### config.mk
export PLATFORM = sky130hd
export DESIGN_NAME = cce_top
export DESIGN_NICKNAME = d
export VERILOG_FILES = /design/src/rtl/cce_pkg.sv /design/src/rtl/cce_exec.sv /design/src/rtl/cce_inst_decode.sv /design/src/rtl/cce_inst_stall.sv /design/src/rtl/cce_msg_router.sv /design/src/rtl/cce_src_fifo.sv /design/src/rtl/cce_top.sv
export SDC_FILE = /design/constraint.sdc
export NUM_CORES = 1
export LEC_CHECK = 0
export ABC_AREA = 1
export BUFFER_PORTS_ARGS = -buffer_cell sky130_fd_sc_hd__buf_2
export CELL_PAD_IN_SITES_DETAIL_PLACEMENT = 0
export CELL_PAD_IN_SITES_GLOBAL_PLACEMENT = 1
export CORE_ASPECT_RATIO = 1.1
export CORE_MARGIN = 5
export CORE_UTILIZATION = 53
export CTS_BUF_LIST = sky130_fd_sc_hd__clkbuf_8
export DETAILED_ROUTE_END_ITERATION = 8
export GPL_TIMING_DRIVEN = 0
export PLACE_DENSITY_LB_ADDON = 0.3
export SLEW_MARGIN = 25
export SYNTH_ARGS = -nofsm -noshare
export SYNTH_HDL_FRONTEND = slang
export SYNTH_SLANG_ARGS = --single-unit
### constraint.sdc
create_clock -name clk_i -period 2.73 [get_ports clk_i]
set_clock_uncertainty 0.15 [all_clocks]
set_input_delay 0.1365 -clock clk_i [delete_from_list [all_inputs] [get_ports clk_i]]
set_output_delay 0.1365 -clock clk_i [all_outputs]
set_load 0.01 [all_outputs]
### src/rtl/cce_pkg.sv
// Shared widths, depths, encodings and instruction types for the coherence-engine front end
package cce_pkg;

   // Source queue count and index width
   localparam int NUM_SRC_Q  = 4;
   localparam int SRC_Q_W    = 2;

   // Message layout: queue type or source code on top, payload below
   localparam int PAYLOAD_W  = 14;
   localparam int MSG_W      = 16;

   // Source FIFO sizing
   localparam int FIFO_DEPTH = 4;
   localparam int FIFO_PTR_W = 2;
   localparam int FIFO_CNT_W = 3;

   // Microcode store
   localparam int PC_W       = 4;
   localparam int ROM_DEPTH  = 9;
   localparam int INST_W     = 16;

   // Source queue select, also the type field of an incoming message
   typedef enum logic [SRC_Q_W-1:0] {
      e_src_q_lce_req  = 2'd0,
      e_src_q_lce_resp = 2'd1,
      e_src_q_mem_resp = 2'd2,
      e_src_q_pending  = 2'd3
   } cce_src_q_e;

   // Opcodes; zero is left unused and decodes as an invalid word
   typedef enum logic [1:0] {
      e_op_popq = 2'd1,
      e_op_send = 2'd2,
      e_op_jump = 2'd3
   } cce_op_e;

   // Queue view of an instruction word
   typedef struct packed {
      cce_op_e               op;
      cce_src_q_e            qsel;
      logic [11:0]           spare;
   } cce_inst_queue_s;

   // Flow view of an instruction word, send and jump
   typedef struct packed {
      cce_op_e               op;
      logic [SRC_Q_W-1:0]    src_code;
      logic [PC_W-1:0]       target;
      logic [7:0]            spare;
   } cce_inst_flow_s;

   // One 16-bit microcode word read through either view
   typedef union packed {
      cce_inst_queue_s q;
      cce_inst_flow_s  f;
   } cce_inst_u;

   // Decoded control strobes and fields
   typedef struct packed {
      logic                  v;
      logic                  popq;
      logic                  send;
      logic                  jump;
      cce_src_q_e            popq_qsel;
      logic [SRC_Q_W-1:0]    src_code;
      logic [PC_W-1:0]       jump_target;
   } cce_decoded_s;

endpackage

### src/rtl/cce_exec.sv
// Microcode executor that steps the program, pops source queues and drives the command output
`timescale 1ns/1ps

module cce_exec (
   input  logic                                                clk_i,
   input  logic                                                arst_n_i,
   input  logic [cce_pkg::NUM_SRC_Q-1:0]                       src_v_i,
   input  logic [cce_pkg::NUM_SRC_Q-1:0][cce_pkg::PAYLOAD_W-1:0] src_data_i,
   input  logic                                                cmd_ready_i,
   input  logic                                                busy_i,
   output logic [cce_pkg::NUM_SRC_Q-1:0]                       src_pop_o,
   output logic                                                cmd_v_o,
   output logic [cce_pkg::MSG_W-1:0]                           cmd_o
);

   // Program counter and its next value
   logic [cce_pkg::PC_W-1:0]      pc_r;
   logic [cce_pkg::PC_W-1:0]      pc_next;
   // Header popped by the last popq
   logic [cce_pkg::PAYLOAD_W-1:0] payload_r;
   cce_pkg::cce_decoded_s         decoded;
   logic                          stall;

   cce_inst_decode i_cce_inst_decode (
      .pc_i      (pc_r),
      .decoded_o (decoded)
   );

   cce_inst_stall i_cce_inst_stall (
      .decoded_i   (decoded),
      .src_v_i     (src_v_i),
      .cmd_ready_i (cmd_ready_i),
      .busy_i      (busy_i),
      .stall_o     (stall)
   );

   // Hold on stall, branch on jump or step to the next word
   always_comb begin
      if (stall) pc_next = pc_r;
      else if (decoded.jump) pc_next = decoded.jump_target;
      else pc_next = pc_r + cce_pkg::PC_W'(1);
   end

   always_ff @(posedge clk_i or negedge arst_n_i) begin
      if (!arst_n_i) pc_r <= '0;
      else pc_r <= pc_next;
   end

   // Header capture at the same edge as the pop
   always_ff @(posedge clk_i) begin
      if (decoded.popq && !stall) payload_r <= src_data_i[decoded.popq_qsel];
   end

   // One pop strobe for an unstalled popq only
   always_comb begin
      src_pop_o = '0;
      if (decoded.popq && !stall) src_pop_o[decoded.popq_qsel] = 1'b1;
   end

   // Command valid drops while busy so nothing transfers
   assign cmd_v_o = decoded.send & ~busy_i;
   assign cmd_o   = {decoded.src_code, payload_r};

   a_pc_in_rom: assert property (@(posedge clk_i) disable iff (!arst_n_i)
      pc_r < cce_pkg::PC_W'(cce_pkg::ROM_DEPTH));
   // A held command keeps its contents until accepted
   a_cmd_stable: assert property (@(posedge clk_i) disable iff (!arst_n_i)
      (cmd_v_o && !cmd_ready_i) |=> $stable(cmd_o));

endmodule

### src/rtl/cce_inst_decode.sv
// Microcode ROM with the fixed program, decodes the current word into control strobes
`timescale 1ns/1ps

module cce_inst_decode (
   input  logic [cce_pkg::PC_W-1:0] pc_i,
   output cce_pkg::cce_decoded_s    decoded_o
);

   // Current instruction word
   cce_pkg::cce_inst_u inst;

   // Build a pop-header word for one queue
   function automatic cce_pkg::cce_inst_u popq_inst(input cce_pkg::cce_src_q_e qsel);
      cce_pkg::cce_inst_u w;
      w        = '0;
      w.q.op   = cce_pkg::e_op_popq;
      w.q.qsel = qsel;
      return w;
   endfunction

   // Build a send word with its source code
   function automatic cce_pkg::cce_inst_u send_inst(input logic [cce_pkg::SRC_Q_W-1:0] code);
      cce_pkg::cce_inst_u w;
      w            = '0;
      w.f.op       = cce_pkg::e_op_send;
      w.f.src_code = code;
      return w;
   endfunction

   // Build a jump word
   function automatic cce_pkg::cce_inst_u jump_inst(input logic [cce_pkg::PC_W-1:0] target);
      cce_pkg::cce_inst_u w;
      w          = '0;
      w.f.op     = cce_pkg::e_op_jump;
      w.f.target = target;
      return w;
   endfunction

   // Program ROM, one pop and one send per queue then back to the start
   always_comb begin
      inst = '0;
      case (pc_i)
         cce_pkg::PC_W'(0): inst = popq_inst(cce_pkg::e_src_q_lce_req);
         cce_pkg::PC_W'(1): inst = send_inst(2'd0);
         cce_pkg::PC_W'(2): inst = popq_inst(cce_pkg::e_src_q_lce_resp);
         cce_pkg::PC_W'(3): inst = send_inst(2'd1);
         cce_pkg::PC_W'(4): inst = popq_inst(cce_pkg::e_src_q_mem_resp);
         cce_pkg::PC_W'(5): inst = send_inst(2'd2);
         cce_pkg::PC_W'(6): inst = popq_inst(cce_pkg::e_src_q_pending);
         cce_pkg::PC_W'(7): inst = send_inst(2'd3);
         cce_pkg::PC_W'(8): inst = jump_inst(cce_pkg::PC_W'(0));
         // Outside the program, the all-zero word is invalid
         default: inst = '0;
      endcase
   end

   // Opcode picks which view of the word is meaningful
   always_comb begin
      decoded_o             = '0;
      decoded_o.v           = (inst.q.op != 2'd0);
      decoded_o.popq        = (inst.q.op == cce_pkg::e_op_popq);
      decoded_o.send        = (inst.f.op == cce_pkg::e_op_send);
      decoded_o.jump        = (inst.f.op == cce_pkg::e_op_jump);
      decoded_o.popq_qsel   = inst.q.qsel;
      decoded_o.src_code    = inst.f.src_code;
      decoded_o.jump_target = inst.f.target;
   end

endmodule

### src/rtl/cce_inst_stall.sv
// Stall unit, blocks all state changes and replays the current instruction when a resource is missing
`timescale 1ns/1ps

module cce_inst_stall (
   input  cce_pkg::cce_decoded_s         decoded_i,
   // Source queue valids, indexed by queue select
   input  logic [cce_pkg::NUM_SRC_Q-1:0] src_v_i,
   // Command output readiness
   input  logic                          cmd_ready_i,
   // External busy, holds off all microcode
   input  logic                          busy_i,
   output logic                          stall_o
);

   // Per-cause stall terms
   logic popq_stall;
   logic send_stall;
   logic busy_stall;

   // Pop header waits for the selected queue to hold an entry
   assign popq_stall = decoded_i.popq & ~src_v_i[decoded_i.popq_qsel];

   // Send waits on the ready side of the valid and ready pair
   assign send_stall = decoded_i.send & ~cmd_ready_i;

   // External busy blocks every instruction, jumps included
   assign busy_stall = busy_i;

   always_comb begin
      stall_o = 1'b0;

      // Resource not ready for the instruction itself
      stall_o |= popq_stall;
      stall_o |= send_stall;

      // Unit-wide hold
      stall_o |= busy_stall;

      // Invalid words never stall
      stall_o &= decoded_i.v;
   end

endmodule

### src/rtl/cce_msg_router.sv
// Input message router that steers each message to the source FIFO named by its type field
`timescale 1ns/1ps

module cce_msg_router (
   input  logic                          msg_v_i,
   input  logic [cce_pkg::MSG_W-1:0]     msg_i,
   input  logic [cce_pkg::NUM_SRC_Q-1:0] fifo_full_i,
   output logic                          msg_ready_o,
   output logic [cce_pkg::NUM_SRC_Q-1:0] fifo_push_o,
   output logic [cce_pkg::PAYLOAD_W-1:0] fifo_data_o
);

   // Queue type sits in the top bits of the message
   logic [cce_pkg::SRC_Q_W-1:0] msg_type;

   assign msg_type = msg_i[cce_pkg::MSG_W-1 -: cce_pkg::SRC_Q_W];

   // Ready follows only the target FIFO and ignores the valid
   assign msg_ready_o = ~fifo_full_i[msg_type];

   // Payload goes to every FIFO and only the push selects one
   assign fifo_data_o = msg_i[cce_pkg::PAYLOAD_W-1:0];

   always_comb begin
      fifo_push_o = '0;
      // One-hot push on an accepted message
      if (msg_v_i && msg_ready_o) begin
         fifo_push_o[msg_type] = 1'b1;
      end
   end

endmodule

### src/rtl/cce_src_fifo.sv
// Source queue FIFO, a small circular buffer that holds message payloads for the executor
`timescale 1ns/1ps

module cce_src_fifo (
   input  logic                          clk_i,
   input  logic                          arst_n_i,
   input  logic                          push_i,
   input  logic [cce_pkg::PAYLOAD_W-1:0] data_i,
   input  logic                          pop_i,
   output logic [cce_pkg::PAYLOAD_W-1:0] data_o,
   output logic                          v_o,
   output logic                          full_o
);

   // Payload storage
   logic [cce_pkg::PAYLOAD_W-1:0] mem [cce_pkg::FIFO_DEPTH];
   // Read and write pointers wrap at the depth
   logic [cce_pkg::FIFO_PTR_W-1:0] rd_ptr;
   logic [cce_pkg::FIFO_PTR_W-1:0] wr_ptr;
   // Occupancy, 0 up to the depth
   logic [cce_pkg::FIFO_CNT_W-1:0] count;

   always_ff @(posedge clk_i or negedge arst_n_i) begin
      if (!arst_n_i) begin
         rd_ptr <= '0;
         wr_ptr <= '0;
         count  <= '0;
      end else begin
         if (push_i) wr_ptr <= wr_ptr + cce_pkg::FIFO_PTR_W'(1);
         if (pop_i) rd_ptr <= rd_ptr + cce_pkg::FIFO_PTR_W'(1);
         // Count holds on simultaneous push and pop
         if (push_i && !pop_i) count <= count + cce_pkg::FIFO_CNT_W'(1);
         else if (pop_i && !push_i) count <= count - cce_pkg::FIFO_CNT_W'(1);
      end
   end

   // Storage write
   always_ff @(posedge clk_i) begin
      if (push_i) mem[wr_ptr] <= data_i;
   end

   // Head entry and status flags
   assign data_o = mem[rd_ptr];
   assign v_o    = (count != '0);
   assign full_o = (count == cce_pkg::FIFO_CNT_W'(cce_pkg::FIFO_DEPTH));

   // Router must respect full, executor must respect valid
   a_no_push_full: assert property (@(posedge clk_i) disable iff (!arst_n_i) push_i |-> !full_o);
   a_no_pop_empty: assert property (@(posedge clk_i) disable iff (!arst_n_i) pop_i |-> v_o);

endmodule

### src/rtl/cce_top.sv
// Coherence-engine front end top, router and four source FIFOs feeding the microcode executor
`timescale 1ns/1ps

module cce_top (
   input  logic                          clk_i,
   input  logic                          arst_n_i,
   input  logic                          msg_v_i,
   input  logic [cce_pkg::MSG_W-1:0]     msg_i,
   output logic                          msg_ready_o,
   input  logic                          cmd_ready_i,
   input  logic                          busy_i,
   output logic                          cmd_v_o,
   output logic [cce_pkg::MSG_W-1:0]     cmd_o
);

   // Router to FIFO side
   logic [cce_pkg::NUM_SRC_Q-1:0]                         fifo_push;
   logic [cce_pkg::PAYLOAD_W-1:0]                         fifo_data;
   logic [cce_pkg::NUM_SRC_Q-1:0]                         fifo_full;
   // FIFO to executor side
   logic [cce_pkg::NUM_SRC_Q-1:0]                         fifo_v;
   logic [cce_pkg::NUM_SRC_Q-1:0][cce_pkg::PAYLOAD_W-1:0] fifo_head;
   logic [cce_pkg::NUM_SRC_Q-1:0]                         fifo_pop;

   cce_msg_router i_cce_msg_router (
      .msg_v_i     (msg_v_i),
      .msg_i       (msg_i),
      .fifo_full_i (fifo_full),
      .msg_ready_o (msg_ready_o),
      .fifo_push_o (fifo_push),
      .fifo_data_o (fifo_data)
   );

   // One FIFO per source queue, index matches the queue select
   for (genvar q = 0; q < cce_pkg::NUM_SRC_Q; q++) begin : g_src_fifo
      cce_src_fifo i_cce_src_fifo (
         .clk_i    (clk_i),
         .arst_n_i (arst_n_i),
         .push_i   (fifo_push[q]),
         .data_i   (fifo_data),
         .pop_i    (fifo_pop[q]),
         .data_o   (fifo_head[q]),
         .v_o      (fifo_v[q]),
         .full_o   (fifo_full[q])
      );
   end

   cce_exec i_cce_exec (
      .clk_i       (clk_i),
      .arst_n_i    (arst_n_i),
      .src_v_i     (fifo_v),
      .src_data_i  (fifo_head),
      .cmd_ready_i (cmd_ready_i),
      .busy_i      (busy_i),
      .src_pop_o   (fifo_pop),
      .cmd_v_o     (cmd_v_o),
      .cmd_o       (cmd_o)
   );

endmodule

==> results.md <==
* Chip width at 149 um
* Kind of critical path: reg -> reg
* Cell Pwr Density at 979 nW/um^2
* Crit path from: i_cce_exec.pc_r[3]$_DFFE_PN0N_
* # nets final at 1076
* Post-route DRC at 0
* Cell area after synthesis at 11300 um^2
* RePlAce Congestion at 0.833
* Hold Path Class: in -> reg
* Initial DRT Pass Iterations at 5
* Pre-CTS setup slack at -194 ps
* # rows at between 50 and 60
* Inst Count DP at 1247
* Initial Util at 53.4%
* DP HPWL at 17.1 mm
* LEAKAGE at 4.83 nW
* Port Buffers at 38
* Final cell count without fillers at 1352
* GR Util All Layers at about 23%
* Vias at 7281
* Final Worst Setup Slack at 159 ps
* Count of final hold-check violations at 0
* Slew margin rel. at 38.4%
* Most common cell after layout, fill and taps aside: edfxtp_1
* NetSw at 4.61 mW
* CORE AREA at 21100 um^2
* Post-synthesis register bit count at 270
* Post-route ant nets at 0
* Switching Fraction at 36.2%
* Sink Count at 270
* Fin crit period at 2570 ps
* Post-synthesis sequential area ratio at 70.6%
* Die area at between 20000 and 25000 um^2
* Count of final max-slew check failures at 0
* Total wire length at between 20 and 30 mm
* Seq pwr share at 42.4%
* Gr ovfl total at 0
* # diodes at 0
* Max Freq at 389 MHz
* Syn nets at 966
* Clock tree buffer depth at 3
* Syn Area/Cell at 12.2 um^2
* Hold wc startpoint: cmd_ready_i
* H-tree depth at 2
* Commonest cells after routing, fill and taps aside: 238 x edfxtp_1, 146 x nor2_1, 117 x o21ai_0
* Yosys cell types at 35
* Clk root buf: clkbuf_8
* CTS Buf Count at 43
* Worst vdd ir at between 600 and 700 uV
* Die Ht at 163 um
* Largest net degree at the start of global routing at 33
* Clk slew on worst S/H paths at 60 ps
* Worst-margin pin slew at slightly above 900 ps
* Final period util at 94.2%
* Share of cells above drive strength 1 at 15.9%
* Area grow syn2layout at 15.5%
* Pint at 8.11 mW
* Startpoint types: flop
* Crit. End Element: flop
* Ys Warns at 0
* First-pass GRT wire length at 41.0 mm
* MaxCap Viol Count at 0
* Clk pwr share at between 20% and 30%
* R2R Setup Slk at approximately 160 ps
* Cells after Synth at 919
* Initial drt markers at 592
* IO Pins at 39
* Combinational fraction of design power at around 33%
* Vias in the first global route at 7142
* Clock tree from TritonCTS: built
* Initial antenna violation count at 0
* CP arrival at around 2800 ps
* WP data required at 2990 ps
* Final setup vio count at 0
* Detailed-route wire length per cell at 19.7 um
* Maximum fanout along the worst path at 7
* Status: finished clean
* Via density at 5.39
* Clk Latency, worst-skew pair at 530 ps
* R2R Path Start: i_cce_exec.pc_r[3]$_DFFE_PN0N_
==> critical path, cell delays in order (launching register included) <==
cell and delay (ps):
dfrtp_2 450, inv_4 130, nand2_8 100, inv_6 130, nand2_1 60, nand2_1 70
nand2_2 60, nand2_4 90, nand4_1 170, ha_1 270, inv_1 100, fa_1 410
mux2_2 260
==> logic make-up after synthesis <==
family | after synthesis | synth area share [%]
simple gates | 317 | 11.6
flops | 270 | 70.6
compound gates | 185 | 9.17
buf+inv | 98 | 3.51
fa+ha+maj | 26 | 3.16
xor+xnor | 17 | 1.32
mux | 6 | 0.578
==> metrics by stage <==
stage	setup TNS, ps	area [um^2]	power [mW]	hold slack, ps	util, %
2_1_floorplan	0	11300	8.07	-309	-
3_3_place_gp	-22630	11800	9.40	165	56.0
3_5_place_dp	-437	11800	9.49	167	56.2
4_1_cts	-50.8	12900	12.7	14.0	61.0
5_1_grt	-8.57	13000	13.6	151	61.6
6_report	0	13000	12.7	98.0	61.6
==> cells in the mapped netlist <==
| cell type | count | area share (%) |
|---|---|---|
| nand3_4 | 1 | 0.16 |
| o22ai_1 | 28 | 1.6 |
| buf_2 | 8 | 0.36 |
| edfxtp_1 | 238 | 64 |
| mux2i_1 | 2 | 0.18 |
| inv_2 | 4 | 0.13 |
| inv_4 | 1 | 0.056 |
| xnor2_1 | 4 | 0.31 |
| clkbuf_1 | 25 | 0.83 |
| a21oi_2 | 1 | 0.078 |
| mux2_2 | 4 | 0.40 |
| o31ai_1 | 1 | 0.067 |
| buf_4 | 4 | 0.27 |
| dfrtp_1 | 32 | 7.1 |
| ha_1 | 22 | 2.4 |
| nand2_1 | 116 | 3.9 |
| inv_1 | 56 | 1.9 |
| o211ai_1 | 2 | 0.13 |
| nor2_2 | 5 | 0.28 |
| nand2_4 | 3 | 0.30 |
| o21ai_2 | 1 | 0.078 |
| nand3_1 | 13 | 0.58 |
| or2_2 | 2 | 0.11 |
| nor2_4 | 2 | 0.20 |
| nor2_1 | 162 | 5.4 |
| o32ai_1 | 10 | 0.78 |
| nand2_2 | 5 | 0.28 |
| nand4_1 | 8 | 0.44 |
| o21ai_1 | 5 | 0.22 |
| a21oi_1 | 13 | 0.58 |
| o221ai_1 | 3 | 0.23 |
| xor2_1 | 13 | 1.0 |
| o21ai_0 | 118 | 5.2 |
| fa_1 | 4 | 0.71 |
| o21bai_1 | 3 | 0.20 |
==> state kept, by name (all words and copies together), names as in the netlist <==
signal and count:
g_src_fifo.i_cce_src_fifo.count 12, g_src_fifo.i_cce_src_fifo.mem 224, g_src_fifo.i_cce_src_fifo.rd_ptr 8, g_src_fifo.i_cce_src_fifo.wr_ptr 8, i_cce_exec.payload_r 14, i_cce_exec.pc_r 4
==> cell type report <==
| class | count | area (um^2) |
|---|---|---|
| Buffer | 37 | 164 |
| Fill cell | 1708 | 8090 |
| Tap cell | 290 | 363 |
| Inverter | 61 | 239 |
| Clock buffer | 48 | 661 |
| Timing Repair Buffer | 65 | 453 |
| Multi-Input combinational cell | 551 | 3020 |
| Clock inverter | 30 | 148 |
| Sequential cell | 270 | 7950 |
==> power groups by stage <==
stage | Combinational [mW] | Clock (mW) | Sequential (mW)
floorplan | 2.63 | 0 | 5.44
global placement | 3.95 | 0 | 5.45
detailed placement | 4.03 | 0 | 5.46
CTS | 4.09 | 3.25 | 5.38
global route | 4.64 | 3.47 | 5.45
finish | 4.14 | 3.19 | 5.39
==> metal layers <==
metal | vias to the layer above | share of wire (%) | track usage [%] | routed length (um)
met2 | 233 | 49 | 37.5 | 13000
met3 | 38 | 6.2 | 4.04 | 1640
met5 | - | 0 | 0 | 0
met1 | 3559 | 42 | 30.6 | 11200
met4 | 0 | 2.6 | 7.49 | 683
li1 | 3451 | - | - | -
==> final timing paths <==
check | endpoint | cells past startpoint
min in group asynchronous | g_src_fifo[0].i_cce_src_fifo.count[1]$_DFFE_PN0P_ | 2
setup / recovery | g_src_fifo[3].i_cce_src_fifo.count[1]$_DFFE_PN0P_ | 12
hold / removal | i_cce_exec.pc_r[0]$_DFFE_PN0N_ | 6
setup reg to reg | g_src_fifo[3].i_cce_src_fifo.count[1]$_DFFE_PN0P_ | 12
max in group asynchronous | g_src_fifo[2].i_cce_src_fifo.count[0]$_DFFE_PN0P_ | 2
hold reg to reg | g_src_fifo[3].i_cce_src_fifo.count[0]$_DFFE_PN0P_ | 1
==> timing repair <==
item | CTS | global route
buffers inserted | 4 | 4
endpoints found under the setup margin | 6 | 64
resized for setup | 2 | 18
hold buffers | 18 | 1
endpoints found under the hold margin | 258 | 2
pin swaps | 0 | 3
No activity file was read; power rests on OpenSTA's default activity.
